$ cat src/rtl/rover_pkg.sv
package rover_pkg;

    // One ASCII character or UART data byte
    typedef logic [7:0] byte_t;

    // Host drive codes, 6 and 7 fall back to stop
    typedef enum logic [2:0] {
        CMD_STOP       = 3'd0,
        CMD_HARD_LEFT  = 3'd1,
        CMD_LEFT       = 3'd2,
        CMD_STRAIGHT   = 3'd3,
        CMD_RIGHT      = 3'd4,
        CMD_HARD_RIGHT = 3'd5
    } drive_cmd_t;

    typedef logic [2:0] speed_step_t;

    // Valid speed step range after clamping
    localparam speed_step_t STEP_MIN = 3'd1;
    localparam speed_step_t STEP_MAX = 3'd3;

    // Frame layout
    localparam int FRAME_LEN = 28;             // Including the trailing newline
    typedef logic [4:0] frame_idx_t;
    localparam frame_idx_t LAST_IDX = frame_idx_t'(FRAME_LEN - 1);

    // Two BCD digits of a wheel speed in hundredths
    typedef logic [7:0] wheel_bcd_t;

    // UART bit timing
    localparam int CLKS_PER_BIT = 8;           // Short period for simulation
    localparam int BIT_CNT_W = $clog2(CLKS_PER_BIT);
    typedef logic [BIT_CNT_W-1:0] bit_cnt_t;
    localparam bit_cnt_t BIT_LAST = bit_cnt_t'(CLKS_PER_BIT - 1);

    // Quiet time after a frame before the command is repeated
    localparam int HEARTBEAT_CYCLES = 6000;
    localparam int HB_CNT_W = $clog2(HEARTBEAT_CYCLES);
    typedef logic [HB_CNT_W-1:0] hb_cnt_t;
    localparam hb_cnt_t HB_LAST = hb_cnt_t'(HEARTBEAT_CYCLES - 1);

    // Fixed characters of the JSON text
    localparam byte_t ASC_LBRACE  = 8'h7b;   // {
    localparam byte_t ASC_RBRACE  = 8'h7d;   // }
    localparam byte_t ASC_QUOTE   = 8'h22;
    localparam byte_t ASC_COLON   = 8'h3a;
    localparam byte_t ASC_COMMA   = 8'h2c;
    localparam byte_t ASC_POINT   = 8'h2e;
    localparam byte_t ASC_MINUS   = 8'h2d;
    localparam byte_t ASC_ZERO    = 8'h30;
    localparam byte_t ASC_ONE     = 8'h31;
    localparam byte_t ASC_T       = 8'h54;
    localparam byte_t ASC_L       = 8'h4c;
    localparam byte_t ASC_R       = 8'h52;
    localparam byte_t ASC_NEWLINE = 8'h0a;

endpackage

$ cat src/rtl/drive_scheduler.sv
`timescale 1ns/1ps

module drive_scheduler (
    input  logic                   clk,
    input  logic                   arst_n,
    input  rover_pkg::drive_cmd_t  host_cmd,
    input  rover_pkg::speed_step_t host_step,
    input  logic                   cmd_update,
    input  logic                   gen_ready,
    input  logic                   frame_done,
    output logic                   send_req,
    output rover_pkg::drive_cmd_t  cmd,
    output rover_pkg::speed_step_t step
);

    typedef enum logic [1:0] {
        SCH_IDLE,
        SCH_REQ,     // Waiting for the generator to take the frame
        SCH_FLIGHT   // Frame on its way out
    } sched_state_t;

    sched_state_t       state;
    logic               pending;    // A frame still has to go out
    logic               hb_armed;   // Set once the first frame has finished
    rover_pkg::hb_cnt_t hb_cnt;
    logic               hb_count_en;
    logic               hb_fire;
    logic               accept;

    assign send_req    = (state == SCH_REQ);
    assign accept      = send_req && gen_ready;
    assign hb_count_en = hb_armed && (state == SCH_IDLE) && !pending;
    assign hb_fire     = hb_count_en && (hb_cnt == rover_pkg::HB_LAST);

    // Latest host command, newest update wins
    always_ff @(posedge clk) begin
        if (cmd_update) begin
            cmd  <= host_cmd;
            step <= host_step;
        end
    end

    // An update landing on the accept cycle keeps the flag set
    always_ff @(posedge clk or negedge arst_n) begin
        if (!arst_n) begin
            pending <= 1'b0;
        end else if (cmd_update || hb_fire) begin
            pending <= 1'b1;
        end else if (accept) begin
            pending <= 1'b0;
        end
    end

    // Quiet-time counter, restarted by every finished frame
    always_ff @(posedge clk or negedge arst_n) begin
        if (!arst_n) begin
            hb_armed <= 1'b0;
            hb_cnt   <= '0;
        end else if (frame_done) begin
            hb_armed <= 1'b1;
            hb_cnt   <= '0;
        end else if (hb_fire) begin
            hb_cnt <= '0;
        end else if (hb_count_en) begin
            hb_cnt <= hb_cnt + rover_pkg::hb_cnt_t'(1);
        end
    end

    always_ff @(posedge clk or negedge arst_n) begin
        if (!arst_n) begin
            state <= SCH_IDLE;
        end else begin
            case (state)
                SCH_IDLE:   if (pending) state <= SCH_REQ;
                SCH_REQ:    if (gen_ready) state <= SCH_FLIGHT;
                SCH_FLIGHT: if (frame_done) state <= SCH_IDLE;
                default:    state <= SCH_IDLE;
            endcase
        end
    end

endmodule

$ cat src/rtl/json_frame_gen.sv
`timescale 1ns/1ps

module json_frame_gen (
    input  logic                   clk,
    input  logic                   arst_n,
    input  logic                   send_req,
    input  rover_pkg::drive_cmd_t  cmd,
    input  rover_pkg::speed_step_t step,
    output logic                   gen_ready,
    output logic                   byte_valid,
    output rover_pkg::byte_t       tx_byte,
    input  logic                   tx_ready,
    output logic                   frame_done
);

    typedef enum logic [1:0] {
        GEN_IDLE,
        GEN_SEND,    // Bytes offered to the transmitter
        GEN_DRAIN    // Newline still shifting out
    } gen_state_t;

    gen_state_t             state;
    rover_pkg::frame_idx_t  idx;
    rover_pkg::drive_cmd_t  cmd_q;
    rover_pkg::speed_step_t step_q;
    rover_pkg::wheel_bcd_t  left_bcd;
    rover_pkg::wheel_bcd_t  right_bcd;
    logic                   moving;

    // Speed table in hundredths, left wheel in the upper byte
    function automatic logic [15:0] wheel_lookup(
        input rover_pkg::drive_cmd_t  c,
        input rover_pkg::speed_step_t s
    );
        case (c)
            rover_pkg::CMD_HARD_LEFT:  wheel_lookup = 16'h5020;
            rover_pkg::CMD_LEFT: begin
                case (s)
                    3'd1:    wheel_lookup = 16'h1005;
                    3'd2:    wheel_lookup = 16'h2010;
                    default: wheel_lookup = 16'h3015;
                endcase
            end
            rover_pkg::CMD_STRAIGHT: begin
                case (s)
                    3'd1:    wheel_lookup = 16'h0505;
                    3'd2:    wheel_lookup = 16'h1515;
                    default: wheel_lookup = 16'h2525;
                endcase
            end
            rover_pkg::CMD_RIGHT: begin
                case (s)
                    3'd1:    wheel_lookup = 16'h0510;
                    3'd2:    wheel_lookup = 16'h1020;
                    default: wheel_lookup = 16'h1530;
                endcase
            end
            rover_pkg::CMD_HARD_RIGHT: wheel_lookup = 16'h2050;
            default:                   wheel_lookup = 16'h0000;   // Stop
        endcase
    endfunction

    assign gen_ready  = (state == GEN_IDLE);
    assign byte_valid = (state == GEN_SEND);
    assign moving     = (cmd_q != rover_pkg::CMD_STOP);
    assign {left_bcd, right_bcd} = wheel_lookup(cmd_q, step_q);

    // Command held for the whole frame
    always_ff @(posedge clk) begin
        if (send_req && gen_ready) begin
            cmd_q <= (cmd > rover_pkg::CMD_HARD_RIGHT) ? rover_pkg::CMD_STOP : cmd;
            if (step < rover_pkg::STEP_MIN) begin
                step_q <= rover_pkg::STEP_MIN;
            end else if (step > rover_pkg::STEP_MAX) begin
                step_q <= rover_pkg::STEP_MAX;
            end else begin
                step_q <= step;
            end
        end
    end

    always_ff @(posedge clk or negedge arst_n) begin
        if (!arst_n) begin
            state      <= GEN_IDLE;
            idx        <= '0;
            frame_done <= 1'b0;
        end else begin
            frame_done <= 1'b0;
            case (state)
                GEN_IDLE: begin
                    if (send_req) begin
                        state <= GEN_SEND;
                        idx   <= '0;
                    end
                end
                GEN_SEND: begin
                    if (tx_ready) begin   // Byte taken
                        if (idx == rover_pkg::LAST_IDX) begin
                            state <= GEN_DRAIN;
                        end else begin
                            idx <= idx + rover_pkg::frame_idx_t'(1);
                        end
                    end
                end
                GEN_DRAIN: begin
                    // Transmitter idle again once the last stop bit is out
                    if (tx_ready) begin
                        state      <= GEN_IDLE;
                        frame_done <= 1'b1;
                    end
                end
                default: state <= GEN_IDLE;
            endcase
        end
    end

    // {"T":1,"L":-0.10,"R":-0.05} then newline
    always_comb begin
        case (idx)
            5'd0:                                 tx_byte = rover_pkg::ASC_LBRACE;
            5'd1, 5'd3, 5'd7, 5'd9, 5'd17, 5'd19: tx_byte = rover_pkg::ASC_QUOTE;
            5'd2:                                 tx_byte = rover_pkg::ASC_T;
            5'd4, 5'd10, 5'd20:                   tx_byte = rover_pkg::ASC_COLON;
            5'd5:  tx_byte = moving ? rover_pkg::ASC_ONE : rover_pkg::ASC_ZERO;
            5'd6, 5'd16:                          tx_byte = rover_pkg::ASC_COMMA;
            5'd8:                                 tx_byte = rover_pkg::ASC_L;
            5'd18:                                tx_byte = rover_pkg::ASC_R;
            5'd11, 5'd21: tx_byte = moving ? rover_pkg::ASC_MINUS : rover_pkg::ASC_ZERO;
            5'd12, 5'd22:                         tx_byte = rover_pkg::ASC_ZERO;
            5'd13, 5'd23:                         tx_byte = rover_pkg::ASC_POINT;
            5'd14: tx_byte = {4'h3, left_bcd[7:4]};    // ASCII digit
            5'd15: tx_byte = {4'h3, left_bcd[3:0]};
            5'd24: tx_byte = {4'h3, right_bcd[7:4]};
            5'd25: tx_byte = {4'h3, right_bcd[3:0]};
            5'd26:                                tx_byte = rover_pkg::ASC_RBRACE;
            default:                              tx_byte = rover_pkg::ASC_NEWLINE;
        endcase
    end

endmodule

$ cat src/rtl/rover_link_top.sv
`timescale 1ns/1ps

module rover_link_top (
    input  logic                   clk,
    input  logic                   arst_n,
    input  rover_pkg::drive_cmd_t  host_cmd,
    input  rover_pkg::speed_step_t host_step,
    input  logic                   cmd_update,
    output logic                   txd,
    output logic                   frame_busy
);

    logic                   send_req;
    logic                   gen_ready;
    logic                   frame_done;
    logic                   byte_valid;
    logic                   tx_ready;
    rover_pkg::drive_cmd_t  cmd;
    rover_pkg::speed_step_t step;
    rover_pkg::byte_t       tx_byte;

    // Generator stays out of idle until the newline has left the line
    assign frame_busy = ~gen_ready;

    drive_scheduler u_scheduler (
        .clk        (clk),
        .arst_n     (arst_n),
        .host_cmd   (host_cmd),
        .host_step  (host_step),
        .cmd_update (cmd_update),
        .gen_ready  (gen_ready),
        .frame_done (frame_done),
        .send_req   (send_req),
        .cmd        (cmd),
        .step       (step)
    );

    json_frame_gen u_frame_gen (
        .clk        (clk),
        .arst_n     (arst_n),
        .send_req   (send_req),
        .cmd        (cmd),
        .step       (step),
        .gen_ready  (gen_ready),
        .byte_valid (byte_valid),
        .tx_byte    (tx_byte),
        .tx_ready   (tx_ready),
        .frame_done (frame_done)
    );

    uart_tx u_uart_tx (
        .clk        (clk),
        .arst_n     (arst_n),
        .byte_valid (byte_valid),
        .tx_byte    (tx_byte),
        .tx_ready   (tx_ready),
        .txd        (txd)
    );

endmodule

$ cat src/rtl/uart_tx.sv
`timescale 1ns/1ps

module uart_tx (
    input  logic             clk,
    input  logic             arst_n,
    input  logic             byte_valid,
    input  rover_pkg::byte_t tx_byte,
    output logic             tx_ready,
    output logic             txd
);

    typedef enum logic [1:0] {
        TX_IDLE,
        TX_START,
        TX_DATA,
        TX_STOP
    } tx_state_t;

    tx_state_t           state;
    rover_pkg::bit_cnt_t cnt;       // Cycles into the current bit
    logic [2:0]          bit_idx;   // Data bit on the line
    rover_pkg::byte_t    data_q;
    logic                bit_end;

    assign tx_ready = (state == TX_IDLE);
    assign bit_end  = (cnt == rover_pkg::BIT_LAST);

    always_ff @(posedge clk) begin
        if (tx_ready && byte_valid) begin
            data_q <= tx_byte;
        end
    end

    always_ff @(posedge clk or negedge arst_n) begin
        if (!arst_n) begin
            state   <= TX_IDLE;
            cnt     <= '0;
            bit_idx <= '0;
            txd     <= 1'b1;   // Line idles high
        end else begin
            cnt <= (state == TX_IDLE || bit_end) ? '0 : cnt + rover_pkg::bit_cnt_t'(1);
            case (state)
                TX_IDLE: begin
                    if (byte_valid) begin
                        state <= TX_START;
                        txd   <= 1'b0;   // Start bit
                    end
                end
                TX_START: begin
                    if (bit_end) begin
                        state   <= TX_DATA;
                        bit_idx <= '0;
                        txd     <= data_q[0];   // LSB first
                    end
                end
                TX_DATA: begin
                    if (bit_end) begin
                        if (bit_idx == 3'd7) begin
                            state <= TX_STOP;
                            txd   <= 1'b1;   // Stop bit
                        end else begin
                            bit_idx <= bit_idx + 3'd1;
                            txd     <= data_q[bit_idx + 3'd1];
                        end
                    end
                end
                TX_STOP: if (bit_end) state <= TX_IDLE;
                default: state <= TX_IDLE;
            endcase
        end
    end

endmodule

$ cat config.mk
export PLATFORM = sky130hd
export DESIGN_NAME = rover_link_top
export DESIGN_NICKNAME = d
export VERILOG_FILES = /design/src/rtl/rover_pkg.sv /design/src/rtl/drive_scheduler.sv /design/src/rtl/json_frame_gen.sv /design/src/rtl/rover_link_top.sv /design/src/rtl/uart_tx.sv
export SDC_FILE = /design/constraint.sdc
export NUM_CORES = 1
export LEC_CHECK = 0
export BUFFER_PORTS_ARGS = -buffer_cell sky130_fd_sc_hd__buf_2
export CAP_MARGIN = 5
export CELL_PAD_IN_SITES_DETAIL_PLACEMENT = 1
export CELL_PAD_IN_SITES_GLOBAL_PLACEMENT = 1
export CORE_MARGIN = 2
export CORE_UTILIZATION = 49
export CTS_CLUSTER_SIZE = 8
export DETAILED_ROUTE_END_ITERATION = 8
export GPL_TIMING_DRIVEN = 0
export PLACE_DENSITY_LB_ADDON = 0.1
export SLEW_MARGIN = 5
export SYNTH_ARGS = -nofsm -noshare
export SYNTH_HDL_FRONTEND = slang
export SYNTH_SLANG_ARGS = --single-unit
$ cat constraint.sdc
create_clock -name clk -period 3.2 [get_ports clk]
set_input_delay 0.16 -clock clk [delete_from_list [all_inputs] [get_ports clk]]
set_output_delay 0.16 -clock clk [all_outputs]
set_load 0.01 [all_outputs]
==> impl_results.html, run 1 <==
<table>
<tr><th>Metric</th><th>Value</th></tr>
<tr><th colspan="2">Run status</th></tr>
<tr><td>Run status</td><td>complete, no violations</td></tr>
<tr><th colspan="2">Detailed routing</th></tr>
<tr><td>Final routed DRC violation total</td><td>0</td></tr>
<tr><td>Routed vias/inst</td><td>5.99</td></tr>
<tr><td>Routed wire per std cell</td><td>17.1 um</td></tr>
<tr><td>TritonRoute pass-1 iters</td><td>5</td></tr>
<tr><td>Antenna-violating nets left</td><td>0</td></tr>
<tr><td>Total number of vias</td><td>~2400</td></tr>
<tr><td>Number of violations reported at the end of detailed-routing iteration 0</td><td>109</td></tr>
<tr><td>Detailed-route wire length</td><td>6980 um</td></tr>
<tr><th colspan="2">Critical path</th></tr>
<tr><td>Kind of cell adding the most delay to the critical path</td><td>compound AO/OA/AOI/OAI gates</td></tr>
<tr><td>Nature of the critical path startpoint</td><td>flop</td></tr>
<tr><td>Setup CP Type</td><td>flop to flop</td></tr>
<tr><td>Crit path max-delay cell type</td><td>or4b_4</td></tr>
<tr><td>Data arrival, critical path</td><td>roughly 2500 ps</td></tr>
<tr><td>Kind of end point of the critical path</td><td>flop</td></tr>
<tr><td>Buf+Inv Stages, Crit Path</td><td>1</td></tr>
<tr><td>Peak per-stage delay on the critical path</td><td>570 ps</td></tr>
<tr><td>Sequence of cells on the critical path</td><td>inv_1, ha_1, o31ai_2, o22ai_1, a22o_1, or4b_4, o41a_1</td></tr>
<tr><td>Minimum setup slack among reg-to-reg paths</td><td>730 ps</td></tr>
<tr><td>Required @ worst endpoint</td><td>3270 ps</td></tr>
<tr><td>Max FO, Critical Path</td><td>8</td></tr>
<tr><th colspan="2">Timing</th></tr>
<tr><td>Fin Clk Skew</td><td>10.3 ps</td></tr>
<tr><td>Worst slew margin</td><td>48.5%</td></tr>
<tr><td>Final Hold Viols</td><td>0</td></tr>
<tr><td>Final count of negative-setup-slack endpoints</td><td>0</td></tr>
<tr><td>Highest Clock Rate</td><td>404 MHz</td></tr>
<tr><td>Number of slew-limit violations in the final report</td><td>0</td></tr>
<tr><td>Total negative slack for setup checks</td><td>0 ps</td></tr>
<tr><td>Post-route clock period utilization</td><td>77.3%</td></tr>
<tr><td>Min Tclk post-route</td><td>2470 ps</td></tr>
<tr><td>Tightest Pin Transition</td><td>772 ps</td></tr>
<tr><td>Setup repair after global routing missed its margin</td><td>no</td></tr>
<tr><th colspan="2">Layout</th></tr>
<tr><td>Synth-to-layout area growth</td><td>9.27%</td></tr>
<tr><td>Nets</td><td>352</td></tr>
<tr><td>Fraction of final layout cells with drive strength greater than 1</td><td>13.3%</td></tr>
<tr><td>Largest registers</td><td>u_scheduler.hb_cnt x13, u_uart_tx.data_q x7, u_frame_gen.idx x5</td></tr>
<tr><td>Flip-flop count of the largest register, all copies and words added</td><td>13</td></tr>
<tr><td>Largest Register</td><td>u_scheduler.hb_cnt</td></tr>
<tr><td>Number of diodes added for antenna fixing</td><td>0</td></tr>
<tr><th colspan="2">Synthesis</th></tr>
<tr><td>Leading cell types by count after synthesis</td><td>dfrtp_1, nor2_1, nand2_1, edfxtp_1, ha_1</td></tr>
<tr><td>Share of synthesized registers carrying an async set or reset</td><td>64.2%</td></tr>
<tr><td>Synth Flop Type</td><td>dfrtp_1</td></tr>
<tr><td>Net count after synthesis</td><td>334</td></tr>
<tr><td>Number of instances in the synthesized netlist</td><td>311</td></tr>
<tr><td>Sequential share of the synthesized area</td><td>45.4%</td></tr>
<tr><td>Top cell type's share of synthesized area</td><td>between 20% and 30%</td></tr>
<tr><td>Cell accounting for the most synthesized area</td><td>dfrtp_1</td></tr>
<tr><td>Number of warning messages in the yosys log</td><td>0</td></tr>
<tr><td>Post-synth EDFFs</td><td>19</td></tr>
<tr><td>Distinct cells, synth</td><td>68</td></tr>
<tr><td>Cell Area, Synth</td><td>3130 um2</td></tr>
<tr><td>Most repeated cell in the gate-level netlist after synthesis</td><td>dfrtp_1</td></tr>
<tr><td>Area contributors post-synth</td><td>dfrtp_1, edfxtp_1, ha_1</td></tr>
<tr><td>Count of state elements after synthesis</td><td>53</td></tr>
<tr><td>Per-instance average area after synthesis</td><td>10.1 um2</td></tr>
<tr><th colspan="2">Power and ir drop</th></tr>
<tr><td>Portion of total power attributed to sequential cells</td><td>a little under three fifths</td></tr>
<tr><td>Comb pwr share</td><td>1.5%</td></tr>
<tr><td>Pwr dens</td><td>369 nW/um2</td></tr>
<tr><td>Net switching power figure</td><td>approximately 0.00024 W</td></tr>
<tr><td>Switching share of power</td><td>18.8%</td></tr>
<tr><td>Internal cell power</td><td>between 0.001 and 0.0015 W</td></tr>
<tr><td>VDD IR-drop max</td><td>0.204 mV</td></tr>
<tr><td>Cell leakage power</td><td>1.38 nW</td></tr>
<tr><td>Fraction of power consumed by the clock network</td><td>between 40% and 50%</td></tr>
<tr><td>Power after layout</td><td>0.00126 W</td></tr>
<tr><th colspan="2">Clocking</th></tr>
<tr><td>Library cell used as clock root buffer</td><td>clkbuf_8</td></tr>
<tr><td>Clock transition time at the flip-flop clock pins of the worst setup and hold paths</td><td>100 ps</td></tr>
<tr><td>Total CTS buffers</td><td>5</td></tr>
<tr><td>Clock Latency Late Sink</td><td>310 ps</td></tr>
<tr><td>Level count of the clock H-tree</td><td>2</td></tr>
<tr><td>Clock tree buffer depth</td><td>2</td></tr>
<tr><td>Clock tree sinks</td><td>53</td></tr>
<tr><td>TritonCTS clock tree</td><td>yes</td></tr>
<tr><td>Post-CTS sizing</td><td>0</td></tr>
<tr><th colspan="2">Global routing</th></tr>
<tr><td>Pin count of the biggest net entering global routing</td><td>35</td></tr>
<tr><td>Number of antenna violations at the first check in global routing</td><td>0</td></tr>
<tr><td>Vias in the first global route</td><td>2513</td></tr>
<tr><td>First-pass GRT wire length</td><td>12200 um</td></tr>
<tr><td>GRT Util Overall</td><td>between 20% and 30%</td></tr>
<tr><td>Leftover overflow at the end of global routing</td><td>0</td></tr>
<tr><th colspan="2">Placed design</th></tr>
<tr><td>Sum of net half-perimeters after detailed placement</td><td>a little over 5000 um</td></tr>
<tr><td>Final GP Congestion</td><td>0.803</td></tr>
<tr><td>Count of port buffers added during placement</td><td>10</td></tr>
<tr><th colspan="2">Floorplan</th></tr>
<tr><td>Row count</td><td>29</td></tr>
<tr><td>Core box area</td><td>6280 um2</td></tr>
<tr><td>Total die area</td><td>7050 um2</td></tr>
<tr><td>Effective utilization at floorplan</td><td>approximately half</td></tr>
<tr><td>Chip Width</td><td>84.0 um</td></tr>
<tr><td>Top Ports</td><td>11</td></tr>
<tr><td>Vertical extent of the die</td><td>84.0 um</td></tr>
<tr><th colspan="2">Hold path</th></tr>
<tr><td>Type of the worst min-delay path</td><td>input pin to flop</td></tr>
<tr><th colspan="2">Flow run</th></tr>
<tr><td>Max-cap violations</td><td>0</td></tr>
</table>
logic make-up after synthesis:
kind of cell / Yosys count / share of synthesized area (%)
AOI/OAI and AO/OA: 77 / 17.5
other: 1 / 0.120
adders and majority gates: 14 / 5.59
DFF: 53 / 45.4
buffers and inverters: 23 / 3.16
and+or+nand+nor: 125 / 22.3
muxes: 9 / 3.43
xor gates and xnor gates: 9 / 2.52
layer usage:
metal	routed length [um]	up-vias	GRT usage [%]
li1	-	1191	-
met1	3260	1210	27.7
met2	3480	28	37.3
met3	156	9	3.56
met4	81	0	5.43
met5	0	-	0
worst register-to-register path: cells and delay by family (launching register included):
family	cells	cell delay, ps
compound gates	4	800
fa+ha+maj	1	330
buf+inv	1	100
flops	1	430
simple gates	1	570
cells in the final DEF, fill, tap and decap left out, types with 5 or more instances in the layout:
cell type / instances
ha_1: 14
nand2b_1: 13
dfrtp_1: 33
a22o_1: 8
xor2_1: 7
inv_1: 10
clkbuf_8: 5
nor2b_1: 7
o21ai_0: 13
o22ai_1: 6
clkbuf_1: 5
a21oi_1: 11
nor3_1: 5
edfxtp_1: 19
nand2_1: 25
nor2_1: 32
buf_2: 14
repair_timing:
item	4_1_cts	5_1_grt
hold endpoints to repair	33	0
setup buffers	0	0
hold buffers	1	0
final timing paths:
| check | startpoint | depth (start not counted) | end |
|---|---|---|---|
| worst max-delay path | u_frame_gen.idx[0] | 7 | u_uart_tx.data_q[0] |
| worst min-delay path | host_step[0] | 1 | u_scheduler.step[0] |
| worst max register to register | u_frame_gen.idx[0] | 7 | u_uart_tx.data_q[0] |
| worst min register to register | u_uart_tx.cnt[0] | 1 | u_uart_tx.cnt[0] |
| max in group asynchronous | arst_n | 2 | u_frame_gen.idx[3] |
| min in group asynchronous | arst_n | 2 | u_uart_tx.state[1] |
through the flow:
stage / instances / hold slack [ps] / utilization, % / area [um2] / setup WS [ps]
after floorplan: 311 / -136 / - / 3130 / 961
after global placement: 398 / 275 / 52.2 / 3280 / 785
final: 407 / 25.9 / 54.5 / 3420 / 727
after global routing: 407 / 9.71 / 54.5 / 3420 / 572
after detailed placement: 398 / 280 / 52.2 / 3280 / 761
after CTS: 407 / 10.6 / 54.5 / 3420 / 724
power by group through the flow:
stage	Combinational (W)	Sequential, W	Clock (W)
after floorplan	0.00000338	0.000725	0
after global placement	0.0000183	0.000725	0
after detailed placement	0.0000192	0.000725	0
after CTS	0.0000201	0.000711	0.000550
after global routing	0.0000227	0.000712	0.000570
final	0.0000189	0.000711	0.000533
area by class of cell:
class | instances | area (um2)
Fill cell | 729 | 2850
Multi-Input combinational cell | 235 | 1610
Sequential cell | 53 | 1420
Tap cell | 77 | 96.3
Clock buffer | 5 | 68.8
Clock inverter | 3 | 65.1
Buffer | 13 | 61.3
Timing Repair Buffer | 11 | 60.1
Inverter | 10 | 37.5
Power figures use the tool's default switching activity.
==> inputs of run 2 (changes only) <==
--- a/config.mk
+++ b/config.mk
@@ -10,7 +10,7 @@
 export CELL_PAD_IN_SITES_DETAIL_PLACEMENT = 1
 export CELL_PAD_IN_SITES_GLOBAL_PLACEMENT = 1
 export CORE_MARGIN = 2
-export CORE_UTILIZATION = 49
+export CORE_UTILIZATION = 44
 export CTS_CLUSTER_SIZE = 8
 export DETAILED_ROUTE_END_ITERATION = 8
 export GPL_TIMING_DRIVEN = 0
==> constraint.sdc (replaced) <==
create_clock -name clk -period 2.2 [get_ports clk]
set_input_delay 0.11 -clock clk [delete_from_list [all_inputs] [get_ports clk]]
set_output_delay 0.11 -clock clk [all_outputs]
set_load 0.01 [all_outputs]
==> run 2 against run 1 <==
  * The run now ends with setup timing left
  * Register-to-register slack got worse by 760 ps
  * Core utilization increased by 0.67 points
  * Final cell count increased by 10%
  * Sequential power increased by 45%
  * First-iteration DRC count decreased by 9.2%
  * Worst setup slack got worse by 760 ps
  * Fmax increased by 11%
  * Global-route usage decreased by 1.1 points
  * Via count increased by 5.7%
  * Sequential cell count unchanged
  * Largest cell class unchanged
==> impl_results.html, run 2 (synthesis results as in run 1) <==
<table>
<tr><th>Metric</th><th>Value</th></tr>
<tr><th colspan="2">Detailed routing</th></tr>
<tr><td>TritonRoute pass-1 iters</td><td>6</td></tr>
<tr><td>Antenna-violating nets left</td><td>0</td></tr>
<tr><td>Number of violations reported at the end of detailed-routing iteration 0</td><td>99</td></tr>
<tr><td>Routed vias/inst</td><td>5.74</td></tr>
<tr><td>Final routed DRC violation total</td><td>0</td></tr>
<tr><td>Detailed-route wire length</td><td>7950 um</td></tr>
<tr><td>Routed wire per std cell</td><td>17.7 um</td></tr>
<tr><td>Total number of vias</td><td>between 2000 and 3000</td></tr>
<tr><th colspan="2">Clocking</th></tr>
<tr><td>Library cell used as clock root buffer</td><td>clkbuf_8</td></tr>
<tr><td>Clock tree sinks</td><td>between 50 and 60</td></tr>
<tr><td>Total CTS buffers</td><td>5</td></tr>
<tr><td>Clock tree buffer depth</td><td>2</td></tr>
<tr><td>Clock transition time at the flip-flop clock pins of the worst setup and hold paths</td><td>110 ps</td></tr>
<tr><td>Level count of the clock H-tree</td><td>2</td></tr>
<tr><td>TritonCTS clock tree</td><td>yes</td></tr>
<tr><td>Clock Latency Late Sink</td><td>320 ps</td></tr>
<tr><th colspan="2">Global routing</th></tr>
<tr><td>First-pass GRT wire length</td><td>12400 um</td></tr>
<tr><td>Leftover overflow at the end of global routing</td><td>0</td></tr>
<tr><td>Vias in the first global route</td><td>2653</td></tr>
<tr><td>GRT Util Overall</td><td>approximately a fifth</td></tr>
<tr><td>Pin count of the biggest net entering global routing</td><td>35</td></tr>
<tr><td>Number of antenna violations at the first check in global routing</td><td>0</td></tr>
<tr><th colspan="2">Power and ir drop</th></tr>
<tr><td>Pwr dens</td><td>464 nW/um2</td></tr>
<tr><td>VDD IR-drop max</td><td>~0.29 mV</td></tr>
<tr><td>Portion of total power attributed to sequential cells</td><td>between 50% and 60%</td></tr>
<tr><td>Net switching power figure</td><td>0.000366 W</td></tr>
<tr><td>Comb pwr share</td><td>2.0%</td></tr>
<tr><td>Cell leakage power</td><td>1.49 nW</td></tr>
<tr><td>Internal cell power</td><td>~0.0014 W</td></tr>
<tr><td>Fraction of power consumed by the clock network</td><td>just under 40%</td></tr>
<tr><td>Switching share of power</td><td>20.9%</td></tr>
<tr><th colspan="2">Hold path</th></tr>
<tr><td>Worst Hold Path Cells</td><td>1</td></tr>
<tr><td>Type of the worst min-delay path</td><td>input pin to flop</td></tr>
<tr><th colspan="2">Critical path</th></tr>
<tr><td>Kind of end point of the critical path</td><td>flop</td></tr>
<tr><td>Setup CP Type</td><td>flop to flop</td></tr>
<tr><td>Sequence of cells on the critical path</td><td>buf_6, ha_4, nor2_1, a2bb2oi_2, o22ai_2, or4b_4, o41a_1</td></tr>
<tr><td>Buf+Inv Stages, Crit Path</td><td>1</td></tr>
<tr><td>Data arrival, critical path</td><td>2300 ps</td></tr>
<tr><td>Path length in cells of the critical path</td><td>7</td></tr>
<tr><td>Kind of cell adding the most delay to the critical path</td><td>simple AND/OR/NAND/NOR gates</td></tr>
<tr><td>R2r worst-path depth</td><td>7</td></tr>
<tr><td>Required @ worst endpoint</td><td>2270 ps</td></tr>
<tr><td>Peak per-stage delay on the critical path</td><td>560 ps</td></tr>
<tr><td>Crit path max-delay cell type</td><td>or4b_4</td></tr>
<tr><td>Nature of the critical path startpoint</td><td>flop</td></tr>
<tr><td>Max FO, Critical Path</td><td>7</td></tr>
<tr><th colspan="2">Run status</th></tr>
<tr><td>Violations in the final reports</td><td>setup timing</td></tr>
<tr><td>Run status</td><td>complete, but fails checks</td></tr>
<tr><th colspan="2">Timing</th></tr>
<tr><td>Worst slew margin</td><td>48.0%</td></tr>
<tr><td>Final WS setup</td><td>-31.5 ps</td></tr>
<tr><td>Fin Clk Skew</td><td>~14 ps</td></tr>
<tr><td>Final count of negative-setup-slack endpoints</td><td>2</td></tr>
<tr><td>Post-route clock period utilization</td><td>101%</td></tr>
<tr><td>Number of slew-limit violations in the final report</td><td>0</td></tr>
<tr><td>Setup repair after global routing missed its margin</td><td>yes</td></tr>
<tr><td>Min Tclk post-route</td><td>between 2000 and 2500 ps</td></tr>
<tr><td>Tightest Pin Transition</td><td>781 ps</td></tr>
<tr><td>Highest Clock Rate</td><td>roughly 450 MHz</td></tr>
<tr><td>Final Hold Viols</td><td>0</td></tr>
<tr><th colspan="2">Placed design</th></tr>
<tr><td>Sum of net half-perimeters after detailed placement</td><td>5060 um</td></tr>
<tr><td>Post-placement cell count</td><td>417</td></tr>
<tr><td>Final GP Congestion</td><td>between 0.8 and 0.9</td></tr>
<tr><td>Post-Place Setup Slack</td><td>-158 ps</td></tr>
<tr><td>Count of port buffers added during placement</td><td>10</td></tr>
<tr><th colspan="2">Floorplan</th></tr>
<tr><td>Top Ports</td><td>11</td></tr>
<tr><td>Row count</td><td>30</td></tr>
<tr><td>Core box area</td><td>6830 um2</td></tr>
<tr><td>Chip Width</td><td>about 88 um</td></tr>
<tr><td>Vertical extent of the die</td><td>88.4 um</td></tr>
<tr><td>Total die area</td><td>7810 um2</td></tr>
<tr><td>Effective utilization at floorplan</td><td>45.9%</td></tr>
<tr><th colspan="2">Layout</th></tr>
<tr><td>Nets</td><td>375</td></tr>
<tr><td>Final cell utilization of the core</td><td>around 55%</td></tr>
<tr><td>Synth-to-layout area growth</td><td>20.4%</td></tr>
<tr><td>Cell Count, Final, Fillers Out</td><td>approximately 450</td></tr>
<tr><td>Flip-flop count of the largest register, all copies and words added</td><td>13</td></tr>
<tr><td>Most frequent cells in the layout</td><td>nor2_1, dfrtp_1, nand2_1, edfxtp_1, buf_4</td></tr>
<tr><td>Fraction of final layout cells with drive strength greater than 1</td><td>23.5%</td></tr>
<tr><td>Largest registers</td><td>u_scheduler.hb_cnt x13, u_uart_tx.data_q x7, u_frame_gen.idx x5</td></tr>
<tr><td>Largest Register</td><td>u_scheduler.hb_cnt</td></tr>
<tr><td>Number of diodes added for antenna fixing</td><td>0</td></tr>
<tr><th colspan="2">Flow run</th></tr>
<tr><td>Max-cap violations</td><td>0</td></tr>
</table>
run 2: power groups by stage:
stage	Combinational [W]	Clock, W	Sequential [W]
6_report	0.0000356	0.000679	0.00103
5_1_grt	0.0000414	0.000736	0.00104
4_1_cts	0.0000372	0.000700	0.00103
3_5_place_dp	0.0000279	0	0.00106
3_3_place_gp	0.0000268	0	0.00105
2_1_floorplan	0.00000492	0	0.00105
run 2: routing by layer:
| layer | vias to the layer above | share of wire [%] | global-route usage, % | wire, um |
|---|---|---|---|---|
| met1 | 1298 | 46 | 26.2 | 3620 |
| met2 | 27 | 51 | 35.3 | 4070 |
| met3 | 14 | 1.7 | 3.73 | 132 |
| li1 | 1238 | - | - | - |
| met4 | 0 | 1.6 | 5.23 | 126 |
| met5 | - | 0 | 0 | 0 |
run 2: stage by stage:
| step | cell area, um2 | hold slack, ps | total power [W] | setup TNS (ps) |
|---|---|---|---|---|
| floorplan | 3130 | -186 | 0.00106 | 0 |
| global placement | 3300 | 231 | 0.00108 | -291 |
| detailed placement | 3300 | 236 | 0.00108 | -317 |
| CTS | 3570 | 131 | 0.00177 | -135 |
| global route | 3770 | 137 | 0.00181 | -148 |
| finish | 3770 | 130 | 0.00175 | -35.6 |
run 2: layout make-up:
cell class / count / area [um2]
tap: 96 / 120
fill: 778 / 3060
buffer: 10 / 68.8
timing repair buffer: 37 / 282
clock buffer: 5 / 68.8
sequential: 53 / 1430
multi-input combinational: 235 / 1720
inverter: 10 / 42.5
clock inverter: 3 / 41.3
run 2: timing repair:
item                                   CTS  global route
setup endpoints to repair                5             9
gates resized for setup                 11            36
pin swaps                                5            10
endpoints found under the hold margin   39             0
buffers inserted                         8            12
hold buffers                             7             0
run 2: worst paths after layout:
path | slack [ps] | from | to
hold / removal | 130 | cmd_update | u_scheduler.cmd[1]
hold reg to reg | 440 | u_uart_tx.cnt[0] | u_uart_tx.cnt[0]
setup / recovery | -30 | u_frame_gen.idx[0] | u_uart_tx.data_q[0]
max in group asynchronous | 1250 | arst_n | u_frame_gen.idx[1]
setup reg to reg | -30 | u_frame_gen.idx[0] | u_uart_tx.data_q[0]
min in group asynchronous | 400 | arst_n | u_uart_tx.cnt[2]
run 2: worst reg2reg max path: cells and delay by family (launching register included):
family	cells	cell delay [ps]
simple gates	2	750
flops	1	480
compound gates	3	450
fa+ha+maj	1	180
buf+inv	1	150
==> inputs of run 3 (changes only) <==
--- a/config.mk
+++ b/config.mk
@@ -5,14 +5,14 @@
 export SDC_FILE = /design/constraint.sdc
 export NUM_CORES = 1
 export LEC_CHECK = 0
-export BUFFER_PORTS_ARGS = -buffer_cell sky130_fd_sc_hd__buf_2
 export CAP_MARGIN = 5
 export CELL_PAD_IN_SITES_DETAIL_PLACEMENT = 1
 export CELL_PAD_IN_SITES_GLOBAL_PLACEMENT = 1
 export CORE_MARGIN = 2
-export CORE_UTILIZATION = 44
+export CORE_UTILIZATION = 46
 export CTS_CLUSTER_SIZE = 8
 export DETAILED_ROUTE_END_ITERATION = 8
+export DONT_BUFFER_PORTS = 1
 export GPL_TIMING_DRIVEN = 0
 export PLACE_DENSITY_LB_ADDON = 0.1
 export SLEW_MARGIN = 5
==> run 3 against run 2 <==
  * The run still ends with setup timing left
  * Clock skew barely moved
  * Clock-buffer cell count unchanged
  * Final cell count decreased by 7.1%
  * Via count down 3.8%
  * Global-route usage rose by 0.20 points
  * Register-to-register slack hardly changed
  * Cell area shrank 4.3%
  * Combinational power barely moved
  * Fmax decreased by 0.36%
  * Non-clock buffer count shrank 16
  * Wire length shrank 8.4%
  * Sequential share of layout area up 1.7 points
  * Critical path type unchanged
==> impl_results.html, run 3 (synthesis results as in run 1) <==
<table>
<tr><th>Metric</th><th>Value</th></tr>
<tr><th colspan="2">Run status</th></tr>
<tr><td>Run status</td><td>complete, but fails checks</td></tr>
<tr><td>Violations in the final reports</td><td>setup timing</td></tr>
<tr><th colspan="2">Detailed routing</th></tr>
<tr><td>Detailed-route wire length</td><td>7280 um</td></tr>
<tr><td>Number of violations reported at the end of detailed-routing iteration 0</td><td>120</td></tr>
<tr><td>Routed wire per std cell</td><td>17.5 um</td></tr>
<tr><td>Routed vias/inst</td><td>5.95</td></tr>
<tr><td>Final routed DRC violation total</td><td>0</td></tr>
<tr><td>Antenna-violating nets left</td><td>0</td></tr>
<tr><td>TritonRoute pass-1 iters</td><td>4</td></tr>
<tr><td>Total number of vias</td><td>2480</td></tr>
<tr><th colspan="2">Global routing</th></tr>
<tr><td>Pin count of the biggest net entering global routing</td><td>35</td></tr>
<tr><td>Leftover overflow at the end of global routing</td><td>0</td></tr>
<tr><td>Vias in the first global route</td><td>2455</td></tr>
<tr><td>First-pass GRT wire length</td><td>12300 um</td></tr>
<tr><td>Number of antenna violations at the first check in global routing</td><td>0</td></tr>
<tr><td>GRT Util Overall</td><td>20.5%</td></tr>
<tr><th colspan="2">Layout</th></tr>
<tr><td>Fill count</td><td>approximately 760</td></tr>
<tr><td>Nets</td><td>359</td></tr>
<tr><td>Synth-to-layout area growth</td><td>15.2%</td></tr>
<tr><td>Largest registers</td><td>u_scheduler.hb_cnt x13, u_uart_tx.data_q x7, u_frame_gen.idx x5</td></tr>
<tr><td>Most frequent cells in the layout</td><td>nor2_1, dfrtp_1, nand2_1, edfxtp_1, o21ai_0</td></tr>
<tr><td>Fraction of final layout cells with drive strength greater than 1</td><td>17.5%</td></tr>
<tr><td>Cell Count, Final, Fillers Out</td><td>417</td></tr>
<tr><td>Flip-flop count of the largest register, all copies and words added</td><td>13</td></tr>
<tr><td>Largest Register</td><td>u_scheduler.hb_cnt</td></tr>
<tr><td>Number of diodes added for antenna fixing</td><td>0</td></tr>
<tr><th colspan="2">Timing</th></tr>
<tr><td>Min Tclk post-route</td><td>between 2000 and 2500 ps</td></tr>
<tr><td>Final-layout worst hold slack</td><td>226 ps</td></tr>
<tr><td>Worst slew margin</td><td>between 60 and 70%</td></tr>
<tr><td>Number of slew-limit violations in the final report</td><td>0</td></tr>
<tr><td>Final Hold Viols</td><td>0</td></tr>
<tr><td>Fin Clk Skew</td><td>13.7 ps</td></tr>
<tr><td>Tightest Pin Transition</td><td>551 ps</td></tr>
<tr><td>Final count of negative-setup-slack endpoints</td><td>2</td></tr>
<tr><td>Final WS setup</td><td>-39.5 ps</td></tr>
<tr><td>Highest Clock Rate</td><td>447 MHz</td></tr>
<tr><td>Setup repair after global routing missed its margin</td><td>yes</td></tr>
<tr><td>Post-route clock period utilization</td><td>102%</td></tr>
<tr><th colspan="2">Placed design</th></tr>
<tr><td>Post-placement cell count</td><td>391</td></tr>
<tr><td>Count of port buffers added during placement</td><td>0</td></tr>
<tr><td>Final GP Congestion</td><td>0.826</td></tr>
<tr><td>Sum of net half-perimeters after detailed placement</td><td>about 5000 um</td></tr>
<tr><th colspan="2">Clocking</th></tr>
<tr><td>Total CTS buffers</td><td>5</td></tr>
<tr><td>Library cell used as clock root buffer</td><td>clkbuf_8</td></tr>
<tr><td>Clock Latency Late Sink</td><td>310 ps</td></tr>
<tr><td>Clock tree sinks</td><td>53</td></tr>
<tr><td>TritonCTS clock tree</td><td>yes</td></tr>
<tr><td>Clock transition time at the flip-flop clock pins of the worst setup and hold paths</td><td>about 110 ps</td></tr>
<tr><td>Clock tree buffer depth</td><td>2</td></tr>
<tr><td>Level count of the clock H-tree</td><td>2</td></tr>
<tr><th colspan="2">Floorplan</th></tr>
<tr><td>Core box area</td><td>around 6700 um2</td></tr>
<tr><td>Vertical extent of the die</td><td>86.5 um</td></tr>
<tr><td>Chip Width</td><td>a little under 90 um</td></tr>
<tr><td>Effective utilization at floorplan</td><td>46.9%</td></tr>
<tr><td>Top Ports</td><td>11</td></tr>
<tr><td>Total die area</td><td>7490 um2</td></tr>
<tr><td>Row count</td><td>30</td></tr>
<tr><th colspan="2">Hold path</th></tr>
<tr><td>Type of the worst min-delay path</td><td>input pin to asynchronous set/reset pin</td></tr>
<tr><th colspan="2">Critical path</th></tr>
<tr><td>Buf+Inv Stages, Crit Path</td><td>1</td></tr>
<tr><td>Data arrival, critical path</td><td>2310 ps</td></tr>
<tr><td>Minimum setup slack among reg-to-reg paths</td><td>-40 ps</td></tr>
<tr><td>Crit Reg-Reg Startpoint</td><td>u_frame_gen.idx[0]</td></tr>
<tr><td>Setup CP Type</td><td>flop to flop</td></tr>
<tr><td>Kind of cell adding the most delay to the critical path</td><td>simple AND/OR/NAND/NOR gates</td></tr>
<tr><td>Path length in cells of the critical path</td><td>7</td></tr>
<tr><td>Crit path max-delay cell type</td><td>or4b_4</td></tr>
<tr><td>Peak per-stage delay on the critical path</td><td>580 ps</td></tr>
<tr><td>Sequence of cells on the critical path</td><td>buf_4, ha_4, nor2_1, a2bb2oi_1, o22ai_1, or4b_4, o41a_1</td></tr>
<tr><td>Nature of the critical path startpoint</td><td>flop</td></tr>
<tr><td>Required @ worst endpoint</td><td>around 2300 ps</td></tr>
<tr><td>R2r worst-path depth</td><td>7</td></tr>
<tr><td>Max FO, Critical Path</td><td>7</td></tr>
<tr><td>Endpoint of the most critical register-to-register path</td><td>u_uart_tx.data_q[0]</td></tr>
<tr><td>Kind of end point of the critical path</td><td>flop</td></tr>
<tr><th colspan="2">Power and ir drop</th></tr>
<tr><td>VDD IR-drop max</td><td>0.365 mV</td></tr>
<tr><td>Power after layout</td><td>between 0.0015 and 0.002 W</td></tr>
<tr><td>Cell leakage power</td><td>1.44 nW</td></tr>
<tr><td>Pwr dens</td><td>455 nW/um2</td></tr>
<tr><th colspan="2">Flow run</th></tr>
<tr><td>Max-cap violations</td><td>0</td></tr>
</table>
==> run 3: cell types whose count changed in the layout (fill, tap and decap cells not counted), sizes merged <==
cell and delta:
buf -19, bufinv -1, clkbuf +2, clkinv +1, clkinvlp -1, dlygate4sd3 +1
inv +1
==> run 3: final cells by class <==
cell class / count / area, um2 / share of cell area, %
multi-input cells: 235 / 1710 / 47.2
clock buffers: 5 / 68.8 / 1.91
flip-flops and latches: 53 / 1430 / 39.5
repair buffers: 21 / 198 / 5.48
inverters: 10 / 40.0 / 1.11
well taps: 80 / 100 / 2.77
clock inverters: 3 / 21.3 / 0.589
plain buffers: 10 / 51.3 / 1.42
==> run 3: how the worst max path moves through the flow <==
stage                             from                   to  slack (ps)
detailed placement  u_frame_gen.idx[0]  u_uart_tx.data_q[0]        -240
global route        u_frame_gen.idx[0]  u_uart_tx.data_q[0]         -80
CTS                 u_frame_gen.idx[1]  u_uart_tx.data_q[0]        -140
finish              u_frame_gen.idx[0]  u_uart_tx.data_q[0]         -40
floorplan           u_frame_gen.idx[0]  u_uart_tx.data_q[0]          30
global placement    u_frame_gen.idx[0]  u_uart_tx.data_q[0]        -190
==> run 3: what timing repair did <==
action	4_1_cts	5_1_grt
gates cloned	0	0
endpoints found under the hold margin	47	0
gates resized for setup	11	23
hold buffers	9	0
pin swaps	3	10
buffers inserted	7	5
setup endpoints to repair	5	15
==> run 3: worst register-to-register path, cell delays in order (launching register included) <==
cell       delay, ps
dfrtp_2          460
buf_4            170
ha_4             190
nor2_1           120
a2bb2oi_1        160
o22ai_1          160
or4b_4           590
o41a_1           150
==> run 3: through the flow <==
step                      utilization, %  setup WS, ps  setup TNS, ps  area [um2]
after floorplan                        -          34.5              0        3130
after global placement              48.4          -193           -474        3230
after detailed placement            48.4          -240           -717        3230
after CTS                           52.7          -142           -369        3520
after global routing                54.0         -82.6           -150        3610
final                               54.0         -39.5          -55.6        3610
==> run 3: layer usage <==
metal  wire length [um]  vias up  GRT usage, %  part of all wire [%]
li1                   -     1203             -                     -
met1               3530     1234          30.5                    48
met2               3460       36          32.0                    47
met3                224        7          3.14                   3.1
met4                 76        0          4.26                   1.0
met5                  0        -             0                     0
==> run 3: report_power, final <==
part           internal [W]   total, W  switching, W
Sequential          0.00103    0.00103    0.00000352
Combinational     0.0000166  0.0000358     0.0000191
Clock              0.000227   0.000572      0.000345
Total               0.00127    0.00164      0.000368
